==> src/rtl/amo_pkg.sv <==
/* Atomic opcode encodings and the adapter's AMO sequencing states */

`default_nettype none

package amo_pkg;

  // Opcode carried on the request, matches the interconnect encoding
  typedef enum logic [3:0] {
    AmoNone = 4'h0,
    AmoSwap = 4'h1,
    AmoAdd  = 4'h2,
    AmoAnd  = 4'h3,
    AmoOr   = 4'h4,
    AmoXor  = 4'h5,
    AmoMax  = 4'h6,
    AmoMaxu = 4'h7,
    AmoMin  = 4'h8,
    AmoMinu = 4'h9,
    AmoLr   = 4'hA,
    AmoSc   = 4'hB
  } amo_op_e;

  // Read phase happens in Idle, write-back in DoAmo or WriteBackAmo
  typedef enum logic [1:0] {
    Idle,
    DoAmo,
    WriteBackAmo
  } adapter_state_e;

endpackage

`default_nettype wire

==> src/rtl/tcdm_pkg.sv <==
/* TCDM bus geometry and the request metadata returned with every response */

`default_nettype none

package tcdm_pkg;

  // ------------------------------------------------------------------
  // Word and address geometry
  // ------------------------------------------------------------------
  localparam int unsigned DataWidth   = 32;
  localparam int unsigned BeWidth     = DataWidth / 8;
  localparam int unsigned AddrWidth   = 32;
  localparam int unsigned CoreIdWidth = 4;
  localparam int unsigned TagWidth    = 4;

  typedef logic [DataWidth-1:0]   data_t;
  typedef logic [BeWidth-1:0]     be_t;
  typedef logic [AddrWidth-1:0]   addr_t;
  typedef logic [CoreIdWidth-1:0] core_id_t;

  // Issuing core and its transaction tag
  // Travels with the request and comes back on the response
  typedef struct packed {
    core_id_t            core_id;
    logic [TagWidth-1:0] tag;
  } meta_t;

endpackage

`default_nettype wire
==> src/rtl/bank_if.sv <==
/* Adapter to SRAM bank link, single port with one cycle read latency */

`timescale 1ns/1ps
`default_nettype none

interface bank_if import tcdm_pkg::*; #(
  parameter int unsigned NumWords = 256
) ();

  localparam int unsigned WordAddrWidth = $clog2(NumWords);

  // Request, always taken by the bank
  logic                     req;
  // Word index, not a byte address
  logic [WordAddrWidth-1:0] addr;
  logic                     write;
  data_t                    wdata;
  be_t                      be;
  // Valid in the cycle after an accepted req
  data_t                    rdata;

  modport master (
    output req, addr, write, wdata, be,
    input  rdata
  );

  modport slave (
    input  req, addr, write, wdata, be,
    output rdata
  );

endinterface

`default_nettype wire

==> src/rtl/tcdm_adapter.sv <==
/* Valid/ready to SRAM adapter with in-order metadata return,
   response buffering, AMO read-modify-write and LR/SC */

`timescale 1ns/1ps
`default_nettype none

module tcdm_adapter import tcdm_pkg::*, amo_pkg::*; #(
  parameter int unsigned NumWords    = 256,
  // Register the ALU result before write-back, one more blocking cycle
  parameter bit          RegisterAmo = 1'b0,
  parameter bit          LrScEnable  = 1'b1
) (
  input  logic    clk_i,
  input  logic    rst_ni,
  // Request side
  input  logic    in_valid_i,
  output logic    in_ready_o,
  input  addr_t   in_addr_i,
  input  amo_op_e in_amo_i,
  input  logic    in_write_i,
  input  data_t   in_wdata_i,
  input  be_t     in_be_i,
  input  meta_t   in_meta_i,
  // Response side
  output logic    resp_valid_o,
  input  logic    resp_ready_i,
  output data_t   resp_rdata_o,
  output meta_t   resp_meta_o,
  // SRAM bank
  bank_if.master  bank
);

  localparam int unsigned OffsetWidth   = $clog2(BeWidth);
  localparam int unsigned WordAddrWidth = $clog2(NumWords);

  logic                     accept, is_amo, pop_resp;
  logic [WordAddrWidth-1:0] word_addr;
  adapter_state_e           state_q, state_d;
  logic                     load_amo, amo_wb;
  amo_op_e                  amo_op_q;
  logic [WordAddrWidth-1:0] amo_addr_q;
  be_t                      amo_be_q;
  data_t                    amo_operand_q, amo_result, amo_result_q;
  logic                     sc_success, sc_success_q, sc_q;
  // Bank read data returns this cycle
  logic                     gnt_q;
  data_t                    resp_data;

  assign accept    = in_valid_i && in_ready_o;
  // Drop the byte offset
  assign word_addr = in_addr_i[OffsetWidth +: WordAddrWidth];
  assign is_amo    = !(in_amo_i inside {AmoNone, AmoLr, AmoSc});

  // ------------------------------------------------------------------
  // Response data FIFO, two entries, fall-through when empty
  // ------------------------------------------------------------------
  data_t      rdata_mem [2];
  logic [1:0] rdata_count_q;
  logic       rdata_wptr_q, rdata_rptr_q;
  logic       rdata_push, rdata_store, rdata_unload;
  logic       rdata_empty, rdata_full, rdata_valid;

  assign rdata_push   = gnt_q;
  assign rdata_empty  = (rdata_count_q == 2'd0);
  assign rdata_full   = (rdata_count_q == 2'd2);
  assign rdata_valid  = !rdata_empty || rdata_push;
  // A push that leaves in the same cycle is never stored
  assign rdata_store  = rdata_push && !(rdata_empty && pop_resp);
  assign rdata_unload = pop_resp && !rdata_empty;
  assign resp_rdata_o = rdata_empty ? resp_data : rdata_mem[rdata_rptr_q];

  always_ff @(posedge clk_i or negedge rst_ni) begin
    if (!rst_ni) begin
      rdata_count_q <= 2'd0;
      rdata_wptr_q  <= 1'b0;
      rdata_rptr_q  <= 1'b0;
    end else begin
      rdata_count_q <= rdata_count_q + {1'b0, rdata_store} - {1'b0, rdata_unload};
      if (rdata_store) rdata_wptr_q <= !rdata_wptr_q;
      if (rdata_unload) rdata_rptr_q <= !rdata_rptr_q;
    end
  end

  always_ff @(posedge clk_i) begin
    if (rdata_store) rdata_mem[rdata_wptr_q] <= resp_data;
  end

  // ------------------------------------------------------------------
  // Metadata spill buffer, slot 0 is the head
  // ------------------------------------------------------------------
  meta_t meta0_q, meta1_q, meta0_d, meta1_d;
  logic  meta0_valid_q, meta1_valid_q, meta0_valid_d, meta1_valid_d;

  always_comb begin
    meta0_d       = meta0_q;
    meta1_d       = meta1_q;
    meta0_valid_d = meta0_valid_q;
    meta1_valid_d = meta1_valid_q;
    // Shift up on a pop
    if (pop_resp) begin
      meta0_d       = meta1_q;
      meta0_valid_d = meta1_valid_q;
      meta1_valid_d = 1'b0;
    end
    // New entry goes to the first free slot
    if (accept) begin
      if (!meta0_valid_d) begin
        meta0_d       = in_meta_i;
        meta0_valid_d = 1'b1;
      end else begin
        meta1_d       = in_meta_i;
        meta1_valid_d = 1'b1;
      end
    end
  end

  always_ff @(posedge clk_i or negedge rst_ni) begin
    if (!rst_ni) begin
      meta0_valid_q <= 1'b0;
      meta1_valid_q <= 1'b0;
    end else begin
      meta0_valid_q <= meta0_valid_d;
      meta1_valid_q <= meta1_valid_d;
    end
  end

  always_ff @(posedge clk_i) begin
    meta0_q <= meta0_d;
    meta1_q <= meta1_d;
  end

  // Read data always arrives after its metadata
  assign resp_valid_o = meta0_valid_q && rdata_valid;
  assign resp_meta_o  = meta0_q;
  assign pop_resp     = resp_valid_o && resp_ready_i;

  // Only take a request with nothing waiting in the FIFO
  assign in_ready_o = (state_q == Idle) && rdata_empty;

  // ------------------------------------------------------------------
  // LR/SC
  // ------------------------------------------------------------------
  if (LrScEnable) begin : gen_lrsc
    lrsc_monitor #(
      .NumWords (NumWords)
    ) i_lrsc_monitor (
      .clk_i        (clk_i),
      .rst_ni       (rst_ni),
      .accept_i     (accept),
      .op_i         (in_amo_i),
      .write_i      (in_write_i),
      .word_addr_i  (word_addr),
      .core_i       (in_meta_i.core_id),
      .sc_success_o (sc_success)
    );
  end else begin : gen_no_lrsc
    // Every SC fails
    assign sc_success = 1'b0;
  end

  // SC response is 0 on success, 1 on failure
  assign resp_data = sc_q ? {{(DataWidth-1){1'b0}}, !sc_success_q} : bank.rdata;

  // ------------------------------------------------------------------
  // Bank access and AMO sequencing
  // ------------------------------------------------------------------
  always_comb begin
    bank.req   = accept;
    bank.addr  = word_addr;
    bank.wdata = in_wdata_i;
    bank.be    = in_be_i;
    // LR and AMOs only read here, SC writes on success
    unique case (in_amo_i)
      AmoNone: bank.write = in_write_i;
      AmoSc:   bank.write = sc_success;
      default: bank.write = 1'b0;
    endcase
    state_d  = state_q;
    load_amo = 1'b0;
    amo_wb   = 1'b0;
    unique case (state_q)
      Idle: begin
        if (accept && is_amo) begin
          load_amo = 1'b1;
          state_d  = DoAmo;
        end
      end
      // Old word is on rdata, either write it back now or register first
      DoAmo: begin
        state_d = RegisterAmo ? WriteBackAmo : Idle;
        amo_wb  = !RegisterAmo;
      end
      WriteBackAmo: begin
        state_d = Idle;
        amo_wb  = 1'b1;
      end
      default: state_d = Idle;
    endcase
    // Claim the bank for the write-back
    if (amo_wb) begin
      bank.req   = 1'b1;
      bank.addr  = amo_addr_q;
      bank.write = 1'b1;
      bank.wdata = RegisterAmo ? amo_result_q : amo_result;
      bank.be    = amo_be_q;
    end
  end

  amo_alu i_amo_alu (
    .op_i      (amo_op_q),
    .mem_i     (bank.rdata),
    .operand_i (amo_operand_q),
    .result_o  (amo_result)
  );

  always_ff @(posedge clk_i or negedge rst_ni) begin
    if (!rst_ni) begin
      state_q      <= Idle;
      amo_op_q     <= AmoNone;
      gnt_q        <= 1'b0;
      sc_q         <= 1'b0;
      sc_success_q <= 1'b0;
    end else begin
      state_q      <= state_d;
      if (load_amo) amo_op_q <= in_amo_i;
      // Write-backs produce no response
      gnt_q        <= bank.req && !amo_wb;
      sc_q         <= accept && (in_amo_i == AmoSc);
      sc_success_q <= sc_success;
    end
  end

  // AMO request fields and the registered result
  always_ff @(posedge clk_i) begin
    if (load_amo) begin
      amo_addr_q    <= word_addr;
      amo_be_q      <= in_be_i;
      amo_operand_q <= in_wdata_i;
    end
    if (state_q == DoAmo) amo_result_q <= amo_result;
  end

endmodule

`default_nettype wire

==> src/rtl/lrsc_monitor.sv <==
/* Single-entry LR/SC reservation table, gives the SC verdict
   combinationally in the cycle the SC is accepted */

`timescale 1ns/1ps
`default_nettype none

module lrsc_monitor import tcdm_pkg::*, amo_pkg::*; #(
  parameter int unsigned NumWords = 256
) (
  input  logic                        clk_i,
  input  logic                        rst_ni,
  input  logic                        accept_i,
  input  amo_op_e                     op_i,
  input  logic                        write_i,
  input  logic [$clog2(NumWords)-1:0] word_addr_i,
  input  core_id_t                    core_i,
  output logic                        sc_success_o
);

  localparam int unsigned WordAddrWidth = $clog2(NumWords);

  logic                     res_valid_q, res_valid_d;
  logic [WordAddrWidth-1:0] res_addr_q, res_addr_d;
  core_id_t                 res_core_q, res_core_d;
  logic                     is_store;
  logic                     owner;

  // Plain stores and real AMOs modify memory, LR and SC do not count
  assign is_store = (op_i == AmoNone && write_i) ||
                    !(op_i inside {AmoNone, AmoLr, AmoSc});
  assign owner    = res_valid_q && (res_core_q == core_i);

  // Owner SC to the reserved word
  assign sc_success_o = accept_i && (op_i == AmoSc) && owner && (res_addr_q == word_addr_i);

  always_comb begin
    res_valid_d = res_valid_q;
    res_addr_d  = res_addr_q;
    res_core_d  = res_core_q;
    if (accept_i) begin
      // New reservation only when free or already held by this core
      if (op_i == AmoLr && (!res_valid_q || res_core_q == core_i)) begin
        res_valid_d = 1'b1;
        res_addr_d  = word_addr_i;
        res_core_d  = core_i;
      end
      // Another core modified the reserved word
      if (is_store && core_i != res_core_q && word_addr_i == res_addr_q) begin
        res_valid_d = 1'b0;
      end
      // Any SC of the owner ends the reservation, hit or miss
      if (op_i == AmoSc && owner) begin
        res_valid_d = 1'b0;
      end
    end
  end

  always_ff @(posedge clk_i or negedge rst_ni) begin
    if (!rst_ni) begin
      res_valid_q <= 1'b0;
      res_addr_q  <= '0;
      res_core_q  <= '0;
    end else begin
      res_valid_q <= res_valid_d;
      res_addr_q  <= res_addr_d;
      res_core_q  <= res_core_d;
    end
  end

endmodule

`default_nettype wire

==> src/rtl/amo_alu.sv <==
/* AMO arithmetic, combines the old memory word with the operand
   for the nine RISC-V read-modify-write operations */

`timescale 1ns/1ps
`default_nettype none

module amo_alu import tcdm_pkg::*, amo_pkg::*; (
  input  amo_op_e op_i,
  input  data_t   mem_i,
  input  data_t   operand_i,
  output data_t   result_o
);

  // One extra bit so that the borrow gives the compare result
  logic [DataWidth:0] cmp_lhs;
  logic [DataWidth:0] cmp_rhs;
  logic [DataWidth:0] cmp_diff;
  logic               signed_cmp;
  logic               mem_lt;

  // Sign-extend for max/min, zero-extend for the unsigned pair
  assign signed_cmp = (op_i == AmoMax) || (op_i == AmoMin);
  assign cmp_lhs    = {signed_cmp & mem_i[DataWidth-1], mem_i};
  assign cmp_rhs    = {signed_cmp & operand_i[DataWidth-1], operand_i};
  assign cmp_diff   = cmp_lhs - cmp_rhs;

  // Negative difference means the memory word is the smaller one
  assign mem_lt = cmp_diff[DataWidth];

  always_comb begin
    unique case (op_i)
      AmoSwap: result_o = operand_i;
      AmoAdd:  result_o = mem_i + operand_i;
      AmoAnd:  result_o = mem_i & operand_i;
      AmoOr:   result_o = mem_i | operand_i;
      AmoXor:  result_o = mem_i ^ operand_i;
      // Keep the larger value
      AmoMax,
      AmoMaxu: result_o = mem_lt ? operand_i : mem_i;
      // Keep the smaller value
      AmoMin,
      AmoMinu: result_o = mem_lt ? mem_i : operand_i;
      // LR, SC, plain accesses and unused codes
      default: result_o = '0;
    endcase
  end

endmodule

`default_nettype wire

==> src/flat_wrapper.sv <==
// flat-port wrapper written by rule: the top's interface ports become plain ports
module tcdm_adapter_flat import tcdm_pkg::*, amo_pkg::*;
#(
  parameter int unsigned NumWords    = 256,
                                                                       
  parameter bit          RegisterAmo = 1'b0,
  parameter bit          LrScEnable  = 1'b1
)
  (clk_i, rst_ni, in_valid_i, in_ready_o, in_addr_i, in_amo_i, in_write_i, in_wdata_i, in_be_i, in_meta_i, resp_valid_o, resp_ready_i, resp_rdata_o, resp_meta_o, bank_req, bank_addr, bank_write, bank_wdata, bank_be, bank_rdata);
  bank_if #(.NumWords(NumWords)) bank_i ();
  input  logic clk_i;
  input  logic rst_ni;
  input  logic in_valid_i;
  output logic in_ready_o;
  input  addr_t in_addr_i;
  input  amo_op_e in_amo_i;
  input  logic in_write_i;
  input  data_t in_wdata_i;
  input  be_t in_be_i;
  input  meta_t in_meta_i;
  output logic resp_valid_o;
  input  logic resp_ready_i;
  output data_t resp_rdata_o;
  output meta_t resp_meta_o;
  output wire logic [$bits(bank_i.req)-1:0] bank_req;
  output wire logic [$bits(bank_i.addr)-1:0] bank_addr;
  output wire logic [$bits(bank_i.write)-1:0] bank_write;
  output wire logic [$bits(bank_i.wdata)-1:0] bank_wdata;
  output wire logic [$bits(bank_i.be)-1:0] bank_be;
  input wire logic [$bits(bank_i.rdata)-1:0] bank_rdata;
  assign bank_req = bank_i.req;
  assign bank_addr = bank_i.addr;
  assign bank_write = bank_i.write;
  assign bank_wdata = bank_i.wdata;
  assign bank_be = bank_i.be;
  assign bank_i.rdata = bank_rdata;
  tcdm_adapter #(.NumWords(NumWords), .RegisterAmo(RegisterAmo), .LrScEnable(LrScEnable)) u_core (.clk_i(clk_i), .rst_ni(rst_ni), .in_valid_i(in_valid_i), .in_ready_o(in_ready_o), .in_addr_i(in_addr_i), .in_amo_i(in_amo_i), .in_write_i(in_write_i), .in_wdata_i(in_wdata_i), .in_be_i(in_be_i), .in_meta_i(in_meta_i), .resp_valid_o(resp_valid_o), .resp_ready_i(resp_ready_i), .resp_rdata_o(resp_rdata_o), .resp_meta_o(resp_meta_o), .bank(bank_i));
endmodule
==> config.mk <==
export PLATFORM = sky130hd
export DESIGN_NAME = tcdm_adapter_flat
export DESIGN_NICKNAME = d
export VERILOG_FILES = /design/src/rtl/amo_pkg.sv /design/src/rtl/tcdm_pkg.sv /design/src/rtl/bank_if.sv /design/src/rtl/tcdm_adapter.sv /design/src/rtl/lrsc_monitor.sv /design/src/rtl/amo_alu.sv /design/src/flat_wrapper.sv
export SDC_FILE = /design/constraint.sdc
export NUM_CORES = 1
export LEC_CHECK = 0
export BUFFER_PORTS_ARGS = -buffer_cell sky130_fd_sc_hd__clkbuf_2
export CAP_MARGIN = 20
export CORE_ASPECT_RATIO = 1.2
export CORE_MARGIN = 10
export CORE_UTILIZATION = 51
export DETAILED_ROUTE_END_ITERATION = 16
export PLACE_DENSITY = 0.84
export SLEW_MARGIN = 5
export SYNTH_ARGS = -nofsm -noshare
export SYNTH_HDL_FRONTEND = slang
export SYNTH_HIERARCHICAL = 1
export SYNTH_SLANG_ARGS = --single-unit
==> constraint.sdc <==
create_clock -name clk_i -period 4.9 [get_ports clk_i]
set_clock_uncertainty 0.1 [all_clocks]
set_input_delay 0.98 -clock clk_i [delete_from_list [all_inputs] [get_ports clk_i]]
set_output_delay 0.98 -clock clk_i [all_outputs]
set_load 0.005 [all_outputs]
==> results.cfg, run 1 <==
[synth]
synth.yosys.seq_area_share_pct = 38.52
synth_async_sr_flop_share_pct = 17.88
mappedNetlistNets = 1329
synth.area.top_cells = sky130_fd_sc_hd__edfxtp_1, sky130_fd_sc_hd__ha_1, sky130_fd_sc_hd__mux2_2
synth-main-ff-cell = sky130_fd_sc_hd__edfxtp_1
post-synth-top-area-fraction_pct = 31.07
synth_most_common_cell = sky130_fd_sc_hd__edfxtp_1
synthesis_warnings = 6
yosys_register_bits = 151
post_synth_most_frequent_cells = sky130_fd_sc_hd__edfxtp_1, sky130_fd_sc_hd__nor2_1, sky130_fd_sc_hd__ha_1
synth_enable_flop_cells = 116
post_synth_inst_count = 1113
yosysTopAreaCell = sky130_fd_sc_hd__edfxtp_1
yosys.cell_types.count = 73
total_standard_cell_area_after_synthesis_um2 = 11210
postSynthAreaPerCell_um2 = 10.07

[timing]
slew_headroom_pct = 23.96
worst_slack_ns = -0.3074
tightest_slew_ns = 1.136
timing.fmax_mhz = 192.0
finalHoldViolCount = 0
fin_crit_ns = 5.207
setup_viol_count_final = 32
fin_hold_ws_ns = 0.4317
slew_violations = 0
rsz_0062_raised_after_global_routing = yes
final.setup.tns_ns = -7.839
fin_crit_sh_pct = 106.3

[setup_path]
worst-path-stages = 14
crit_chain = clkbuf_2, inv_1, ha_1, nor4_2, nand4_1, a21o_1, o31a_1, and2_4, xnor2_4, buf_6, mux2_4, a221o_1, mux2_4, buf_6
worst_path_max_delay_cell = sky130_fd_sc_hd__a221o_1
crit_path_end_kind = primary output
required_ns = 3.82
crit_end = bank_wdata[1]
critPathTopFamily = compound AO/OA/AOI/OAI gates
cp_data_arrival_time_ns = 4.13
destination_of_the_worst_register_to_register_timing_path = u_core/amo_operand_q[14]$_DFFE_PP_
critPathMaxStageDelay_ns = 0.40
worstPathMaxFanout = 8
path_class = in2out
rr_startpoint = u_core/rdata_count_q[1]$_DFF_PN0_
crit_path_start = bank_rdata[21]
regToRegSetupSlack_ns = 2.04
timing.critical_path.from_type = primary input
cp.buffers_inverters = 4
timing.reg2reg.worst_path_depth = 4

[cts]
cts.path.max_buffers = 2
clkTransAtPathRegs_ns = 0.07
htree_levels = 4
clk-insertion-delay-late_ns = 0.43
tritoncts_clock_tree = yes
cts_sinks = 151
cts-buffers-inserted = 17
clock-root-buffer = sky130_fd_sc_hd__clkbuf_16
hold_buffers = 0

[floorplanning]
effective_utilization_at_floorplan_pct = 51.84
die_width_um = 155.4
num_rows = 59
die_height_um = 182.4
core_area_um2 = 21630
ios = 205
design.die.area_um2 = 28340

[power_and_ir_drop]
power_density_nw_per_um2 = 476.5
internal_power_uw = 4112
power_switching_share_pct = 39.37
p_sw_uw = 2670
power_uw = 6782
vdd_drop_max_uv = 278.6
static-leakage-power_uw = 0.006451
combPwrFrac_pct = 51.8
pwr-share-seq_pct = 28.0
pwr-share-clk_pct = 20.2

[drt]
drt-pass1-iter-count = 6
wl_mm = 34.72
detail-route-antenna-nets = 0
route.detailed.vias_per_inst = 5.987
routed_len_inst_um = 20.73
post-route-drc-count = 0
detailedRoute.firstIterationViolations = 1037
detailed_route_via_count = 10030

[global_route]
global_route.overflow_total = 0
grt_util_all_layers_pct = 23.64
grt_pass1_wl_mm = 54.41
pin_count_of_the_biggest_net_entering_global_routing = 50
grt_antenna_before_repair = 0
first_global_vias = 10150

[final_layout]
syn_to_final_growth_pct = 26.95
finalNetCount = 1604
post_route_cells_drive_above_1_share_pct = 35.47
antenna_fix_cells = 0
layout.cells.non_filler = 1675

[status]
failed_checks = negative setup slack
outcome = complete, but fails checks

[placement]
dp_cells = 1637
post-place-ws_ns = -0.5158
place.gp.congestion = 0.9317
io_buffer_count = 180
detailed_place_hpwl_mm = 24.76

[hold_path]
worst_hold_path.num_cells = 1
hold_path.class = reg2reg

[flow_run]
cap_viol_max_count = 0
[metrics by stage]
step | cell area [µm²] | utilization, %
6_report | 14230 | 65.81
3_5_place_dp | 13280 | 61.41
2_1_floorplan | 11320 | -
3_3_place_gp | 13280 | 61.41
5_1_grt | 14230 | 65.81
4_1_cts | 14110 | 65.25
[worst reg2reg max path, stage by stage (launching register included)]
cell and delay [ns]:
sky130_fd_sc_hd__dfrtp_1 0.46, sky130_fd_sc_hd__or4b_4 0.65, sky130_fd_sc_hd__inv_2 0.21, sky130_fd_sc_hd__o21a_2 0.72, sky130_fd_sc_hd__buf_4 0.40
[worst min path at each step]
stage,from,end,slack (ns)
2_1_floorplan,u_core/rdata_wptr_q$_DFFE_PN0P_,u_core/rdata_wptr_q$_DFFE_PN0P_,0.37
3_3_place_gp,u_core/rdata_wptr_q$_DFFE_PN0P_,u_core/rdata_wptr_q$_DFFE_PN0P_,0.40
3_5_place_dp,u_core/gen_lrsc.i_lrsc_monitor/res_addr_q[2]$_DFFE_PN0P_,u_core/gen_lrsc.i_lrsc_monitor/res_addr_q[2]$_DFFE_PN0P_,0.42
4_1_cts,u_core/rdata_wptr_q$_DFFE_PN0P_,u_core/rdata_wptr_q$_DFFE_PN0P_,0.43
5_1_grt,u_core/gen_lrsc.i_lrsc_monitor/res_core_q[1]$_DFFE_PN0P_,u_core/gen_lrsc.i_lrsc_monitor/res_core_q[1]$_DFFE_PN0P_,0.44
6_report,u_core/gen_lrsc.i_lrsc_monitor/res_core_q[1]$_DFFE_PN0P_,u_core/gen_lrsc.i_lrsc_monitor/res_core_q[1]$_DFFE_PN0P_,0.43
[flip-flops by register name, indices dropped and copies added (netlist names), 2 cells and up]
| name | count |
|---|---|
| u_core/meta1_q | 8 |
| u_core/gen_lrsc.i_lrsc_monitor/res_addr_q | 8 |
| u_core/resp_meta_o | 8 |
| u_core/amo_be_q | 4 |
| u_core/gen_lrsc.i_lrsc_monitor/res_core_q | 4 |
| u_core/amo_operand_q | 32 |
| u_core/amo_op_q | 4 |
| u_core/rdata_count_q | 2 |
| u_core/rdata_mem | 64 |
| u_core/amo_addr_q | 8 |
[power groups by stage]
stage	Sequential (µW)	Clock (µW)	Combinational, µW
finish	1900	1370	3520
global route	1930	1440	3790
CTS	1890	1380	3440
detailed placement	1920	0	3310
global placement	1900	0	3230
floorplan	1820	0	2200
[logic make-up (layout without fill, tap and decap cells)]
kind of cell	Yosys count	count (layout)	synth area share (%)
and+or+nand+nor	268	268	11.81
AOI/OAI and AO/OA	274	274	17.26
buffers and inverters	163	448	6.216
adders and majority gates	100	100	11.20
DFF	151	151	38.52
xor gates and xnor gates	42	42	3.281
muxes	115	118	11.71
[cell usage in the layout, fill, tap and decap left out, drive strengths merged, types with 10 or more instances in the layout]
master  synthesis  routed
ha             98      98
nand4          12      12
nand2          28      28
nor3           20      20
edfxtp        116     116
clkbuf         41     197
mux2i          34      34
nand3          26      26
xor2           10      10
inv            89      97
xnor2          32      32
nor2b          36      36
a21oi          79      79
dfrtp          27      27
a221o          33      33
a21o           14      14
a221oi         24      24
o21ai          47      47
mux2           81      84
nor2          110     110
buf            33     150
[per-layer routing]
| metal | wire length, µm | vias up | GRT usage [%] |
|---|---|---|---|
| li1 | - | 4633 | - |
| met5 | 0 | - | 0 |
| met4 | 972 | 0 | 8.921 |
| met3 | 2547 | 78 | 4.822 |
| met2 | 17340 | 468 | 39.86 |
| met1 | 13850 | 4850 | 29.02 |
[cell type report]
class                           instances  area (µm²)
Multi-Input combinational cell        802        6563
Sequential cell                       151        4322
Fill cell                            1625        7396
Clock buffer                           20       500.5
Clock inverter                         12       118.9
Timing Repair Buffer                  327        2051
Inverter                               89       336.6
Tap cell                              274       342.8
[what timing repair did]
item                                    in CTS  in global routing
buffers inserted                             2                  1
gates cloned                                 2                  1
pin swaps                                   19                 25
resized for setup                           25                 25
endpoints found under the setup margin      32                 32
Power figures use the tool's default switching activity.
==> inputs of run 2 (changes only) <==
Settings changed: CORE_MARGIN 10 to 2, REMOVE_ABC_BUFFERS from default to 1.
==> run 2 against run 1 <==
Compared with the run above: the run still ends with negative setup slack left; first-iteration DRC count decreased by 31%; maximum frequency grew 1.0%; routed wire length shrank 6.6%; worst hold slack better by 0.0025 ns; worst setup slack improved by 0.054 ns; sequential power barely moved; largest cell class unchanged.
==> results.cfg, run 2 (synthesis gave the netlist of run 1 again) <==
[final_layout]
layout_top_registers = u_core/rdata_mem x64, u_core/amo_operand_q x32
largest_register_ffs = 64
layout.area.seq_um2 = 4322
layout.cells.non_filler = 1680
commonest_non_fill_non_tap_cell_in_the_layout = sky130_fd_sc_hd__clkbuf_2
n_fill_cell = 1575
most-common-layout-cells = sky130_fd_sc_hd__clkbuf_2, sky130_fd_sc_hd__buf_4, sky130_fd_sc_hd__edfxtp_1, sky130_fd_sc_hd__nor2_1, sky130_fd_sc_hd__ha_1
post_route_cells_drive_above_1_share_pct = 37.34
antenna_fix_cells = 0
register_bank_with_the_most_flops = u_core/rdata_mem
multi_input_comb_area_um2 = 6743
finalNetCount = 1609
syn_to_final_growth_pct = 29.87

[status]
outcome = complete, but fails checks
failed_checks = negative setup slack

[power_and_ir_drop]
p_sw_uw = 2707
power_uw = 6835
internal_power_uw = 4128
pwr-share-seq_pct = 28.1
pwr-share-clk_pct = 19.7
combPwrFrac_pct = 52.3
power_switching_share_pct = 39.60
static-leakage-power_uw = 0.006552
power_density_nw_per_um2 = 469.4
vdd_drop_max_uv = 314.4

[setup_path]
cp_data_arrival_time_ns = 4.07
timing.critical_path.from_type = primary input
worstPathMaxFanout = 7
crit_path_end_kind = primary output
path_class = in2out
required_ns = 3.82

[global_route]
grt_antenna_before_repair = 0
grt_pass1_wl_mm = 50.87
global_route.overflow_total = 0
pin_count_of_the_biggest_net_entering_global_routing = 48
first_global_vias = 10070
grt_util_all_layers_pct = 27.01

[cts]
cts-buffers-inserted = 17
tritoncts_clock_tree = yes
clk-insertion-delay-late_ns = 0.44
cts.path.max_buffers = 2
cts_sinks = 151
clock-root-buffer = sky130_fd_sc_hd__clkbuf_16
htree_levels = 4
clkTransAtPathRegs_ns = 0.07

[floorplanning]
num_rows = 59
core_area_um2 = 21630
die_height_um = 166.4
die_width_um = 139.4
effective_utilization_at_floorplan_pct = 51.84
design.die.area_um2 = 23190
ios = 205

[flow_run]
cap_viol_max_count = 0

[placement]
post-place-ws_ns = -0.5312
io_buffer_count = 180
detailed_place_hpwl_mm = 21.93
dp_cells = 1640
place.gp.congestion = 0.9214

[timing]
fin_hold_ws_ns = 0.4342
slew_violations = 0
timing.fmax_mhz = 194.0
finalHoldViolCount = 0
final.setup.tns_ns = -6.248
tightest_slew_ns = 1.120
rsz_0062_raised_after_global_routing = yes
fin_crit_sh_pct = 105.2
slew_headroom_pct = 25.33
setup_viol_count_final = 32
worst_slack_ns = -0.2537
fin_crit_ns = 5.154

[drt]
route.detailed.vias_per_inst = 5.905
detailed_route_via_count = 9921
routed_len_inst_um = 19.30
drt-pass1-iter-count = 6
detailedRoute.firstIterationViolations = 717
wl_mm = 32.43
detail-route-antenna-nets = 0
post-route-drc-count = 0

[hold_path]
hold_path.class = reg2reg
-- run 2: power groups by stage --
stage,clock network (µW),registers [µW],logic [µW]
after global routing,1410,1950,3860
after detailed placement,0,1940,3260
final,1340,1920,3570
after CTS,1370,1920,3420
after floorplan,0,1900,1960
after global placement,0,1930,3190
-- run 2: final cells by class --
type | instances | area share [%]
flip-flops and latches | 151 | 29.68
well taps | 274 | 2.354
clock buffers | 17 | 2.921
clock inverters | 15 | 1.220
inverters | 89 | 2.311
multi-input cells | 799 | 46.31
repair buffers | 335 | 15.21
-- run 2: metrics by stage --
| step | utilization (%) | cell area [µm²] |
|---|---|---|
| finish | 67.32 | 14560 |
| global route | 67.32 | 14560 |
| CTS | 65.80 | 14230 |
| detailed placement | 61.34 | 13270 |
| global placement | 61.34 | 13270 |
| floorplan | - | 10850 |
-- run 2: layer usage --
| layer | GRT usage (%) | vias to the layer above | part of all wire (%) |
|---|---|---|---|
| met1 | 31.57 | 4803 | 40 |
| met2 | 49.45 | 400 | 52 |
| met5 | 0 | - | 0 |
| li1 | - | 4644 | - |
| met3 | 4.600 | 74 | 5.3 |
| met4 | 9.881 | 0 | 2.8 |
-- run 2: timing repair --
action                                  CTS  global route
endpoints found under the setup margin   32            32
hold buffers                              0             0
gates cloned                              1             1
setup buffers                             1             3
pin swaps                                24            40
resized for setup                        54            50
-- run 2: path summary, 6_finish.rpt --
| check | to | from | slack (ns) | cells after the start |
|---|---|---|---|---|
| max | bank_wdata[25] | bank_rdata[8] | -0.25 | 14 |
| min reg2reg | u_core/gen_lrsc.i_lrsc_monitor/res_core_q[3]$_DFFE_PN0P_ | u_core/gen_lrsc.i_lrsc_monitor/res_core_q[3]$_DFFE_PN0P_ | 0.43 | 1 |
| min in group asynchronous | u_core/meta0_valid_q$_DFF_PN0_ | rst_ni | 0.48 | 1 |
| max reg2reg | u_core/rdata_count_q[1]$_DFF_PN0_ | u_core/rdata_count_q[1]$_DFF_PN0_ | 2.03 | 7 |
| max in group asynchronous | u_core/state_q[0]$_DFFE_PN0P_ | rst_ni | 3.73 | 1 |
| min | u_core/gen_lrsc.i_lrsc_monitor/res_core_q[3]$_DFFE_PN0P_ | u_core/gen_lrsc.i_lrsc_monitor/res_core_q[3]$_DFFE_PN0P_ | 0.43 | 1 |
-- run 2: critical path, stage by stage --
cell and delay, ns:
sky130_fd_sc_hd__buf_6 0.10, sky130_fd_sc_hd__inv_4 0.05, sky130_fd_sc_hd__ha_4 0.19, sky130_fd_sc_hd__or3_4 0.42, sky130_fd_sc_hd__a211oi_4 0.30, sky130_fd_sc_hd__nor4_4 0.06
sky130_fd_sc_hd__o31a_1 0.27, sky130_fd_sc_hd__and2_4 0.20, sky130_fd_sc_hd__xnor2_4 0.15, sky130_fd_sc_hd__mux2_4 0.41, sky130_fd_sc_hd__buf_12 0.17, sky130_fd_sc_hd__a2111o_1 0.37
sky130_fd_sc_hd__mux2_4 0.28, sky130_fd_sc_hd__buf_6 0.12
==> inputs of run 3 (changes only) <==
Settings changed: PLACE_DENSITY 0.84 to 0.74.
==> run 3 against run 2 <==
Compared with the run above: the flow still finishes with violations (negative setup slack); register-to-register slack better by 0.03 ns; routed wire length fell by 3.5%; core utilization decreased by 0.28 points; combinational power shrank 3%; worst setup slack lost 0.059 ns; worst hold slack about the same; sequential cell count unchanged; via count decreased by 2.4%; largest cell class unchanged; largest power group unchanged.
==> results.cfg, run 3 (synthesis gave the netlist of run 1 again) <==
[setup_path]
rr_startpoint = u_core/rdata_count_q[1]$_DFF_PN0_
timing.reg2reg.worst_path_depth = 7
path_class = in2out
destination_of_the_worst_register_to_register_timing_path = u_core/rdata_count_q[1]$_DFF_PN0_
timing.critical_path.from_type = primary input
regToRegSetupSlack_ns = 2.06
worst_path_max_delay_cell = sky130_fd_sc_hd__a2111o_1
cp_data_arrival_time_ns = 4.13
crit_chain = buf_2, inv_2, ha_4, nor4_4, buf_4, nand4_1, a21o_1, o31a_1, and2_4, xnor2_4, mux2_4, buf_6, a2111o_1, mux2_4, buf_6
critPathMaxStageDelay_ns = 0.42
worstPathMaxFanout = 5
crit_path_end_kind = primary output
required_ns = 3.82

[timing]
fin_crit_ns = 5.212
fin_crit_sh_pct = 106.4
setup_viol_count_final = 32
timing.fmax_mhz = 191.9
finalHoldViolCount = 0
slew_headroom_pct = 25.49
worst_slack_ns = -0.3124
rsz_0062_raised_after_global_routing = yes
fin_hold_ws_ns = 0.4345
tightest_slew_ns = 1.118
slew_violations = 0

[drt]
post-route-drc-count = 0
routed_len_inst_um = 18.67
drt-pass1-iter-count = 5
wl_mm = 31.28
detailed_route_via_count = 9686
route.detailed.vias_per_inst = 5.783
detail-route-antenna-nets = 0
detailedRoute.firstIterationViolations = 718

[power_and_ir_drop]
combPwrFrac_pct = 51.3
power_uw = 6723
static-leakage-power_uw = 0.006448
power_switching_share_pct = 39.38
internal_power_uw = 4076
p_sw_uw = 2647
vdd_drop_max_uv = 312.1
power_density_nw_per_um2 = 463.7
pwr-share-clk_pct = 20.2
pwr-share-seq_pct = 28.5

[global_route]
grt_util_all_layers_pct = 26.03
grt_antenna_before_repair = 0
first_global_vias = 9646
grt_pass1_wl_mm = 48.65
pin_count_of_the_biggest_net_entering_global_routing = 48
global_route.overflow_total = 0

[hold_path]
hold_path.class = reg2reg
worst_hold_path.num_cells = 1
hold_start = u_core/gen_lrsc.i_lrsc_monitor/res_core_q[3]$_DFFE_PN0P_
whs_endpoint = u_core/gen_lrsc.i_lrsc_monitor/res_core_q[3]$_DFFE_PN0P_

[cts]
clkTransAtPathRegs_ns = 0.08
cts_sinks = 151
hold_buffers = 0
clock-root-buffer = sky130_fd_sc_hd__clkbuf_16
tritoncts_clock_tree = yes
clk-insertion-delay-late_ns = 0.44
cts.path.max_buffers = 2
htree_levels = 4
cts-buffers-inserted = 17

[final_layout]
post-route-cell-area_um2 = 14500
largest_register_ffs = 64
commonest_non_fill_non_tap_cell_in_the_layout = sky130_fd_sc_hd__clkbuf_2
finalNetCount = 1604
layout_top_registers = u_core/rdata_mem x64, u_core/amo_operand_q x32
post_route_cells_drive_above_1_share_pct = 37.47
postLayoutCoreUtil_pct = 67.04
register_bank_with_the_most_flops = u_core/rdata_mem
antenna_fix_cells = 0
most-common-layout-cells = sky130_fd_sc_hd__clkbuf_2, sky130_fd_sc_hd__buf_4, sky130_fd_sc_hd__edfxtp_1, sky130_fd_sc_hd__nor2_1, sky130_fd_sc_hd__inv_1
layout.cells.non_filler = 1675
syn_to_final_growth_pct = 29.33

[placement]
place.gp.congestion = 0.9423
placed_cell_area_um2 = 13220
detailed_place_hpwl_mm = 21.62
io_buffer_count = 180
dp_cells = 1635

[floorplanning]
design.die.area_um2 = 23190
effective_utilization_at_floorplan_pct = 51.84
die_width_um = 139.4
die_height_um = 166.4
num_rows = 59
core_area_um2 = 21630
ios = 205

[status]
outcome = complete, but fails checks
failed_checks = negative setup slack

[flow_run]
cap_viol_max_count = 0
[run 3: cell types whose count changed in the layout (fill, tap and decap cells not counted), sizes merged]
cell	previous run	this run
clkinv	6	8
inv	97	96
buf	158	156
clkinvlp	1	0
clkbuf	194	191
[run 3: layout make-up]
| type | count | area (µm²) |
|---|---|---|
| Clock buffer | 17 | 425.4 |
| Clock inverter | 15 | 193.9 |
| Fill cell | 1631 | 7129 |
| Inverter | 89 | 339.1 |
| Multi-Input combinational cell | 799 | 6710 |
| Sequential cell | 151 | 4322 |
| Tap cell | 274 | 342.8 |
| Timing Repair Buffer | 330 | 2167 |
[run 3: power by group through the flow]
stage	logic [µW]	clock network (µW)	registers, µW
2_1_floorplan	1960	0	1900
3_3_place_gp	3160	0	1930
3_5_place_dp	3210	0	1940
4_1_cts	3320	1390	1920
5_1_grt	3750	1430	1950
6_report	3450	1360	1910
[run 3: worst max-delay path, delay by kind of cell]
family,cells,cell delay (ns)
compound gates,3,0.89
mux,2,0.67
xor+xnor,1,0.18
simple gates,3,0.56
buf+inv,5,0.58
fa+ha+maj,1,0.25
[run 3: per-layer routing]
layer,vias up,part of all wire (%),global-route usage (%)
li1,4645,-,-
met4,0,2.8,9.618
met5,-,0,0
met2,341,52,46.72
met3,61,5.2,4.543
met1,4639,40,31.14
[run 3: timing repair]
item / CTS / global route
setup endpoints to repair: 32 / 32
setup buffers: 2 / 3
hold endpoints to repair: 0 / 0
cloned: 1 / 0
pin swaps: 35 / 17
resized for setup: 34 / 61
[run 3: stage by stage]
| stage | worst slack (ns) | TNS [ns] |
|---|---|---|
| global route | -0.3678 | -8.990 |
| global placement | -0.5049 | -14.70 |
| floorplan | -0.1203 | -2.034 |
| CTS | -0.2749 | -6.967 |
| finish | -0.3124 | -7.291 |
| detailed placement | -0.5535 | -15.43 |
[run 3: how the worst max path moves through the flow]
stage	slack (ns)	endpoint	startpoint
floorplan	-0.12	bank_wdata[20]	bank_rdata[22]
global placement	-0.50	bank_wdata[29]	bank_rdata[29]
detailed placement	-0.55	bank_wdata[29]	bank_rdata[22]
CTS	-0.27	bank_wdata[31]	bank_rdata[8]
global route	-0.37	bank_wdata[27]	bank_rdata[21]
finish	-0.31	bank_wdata[27]	bank_rdata[21]
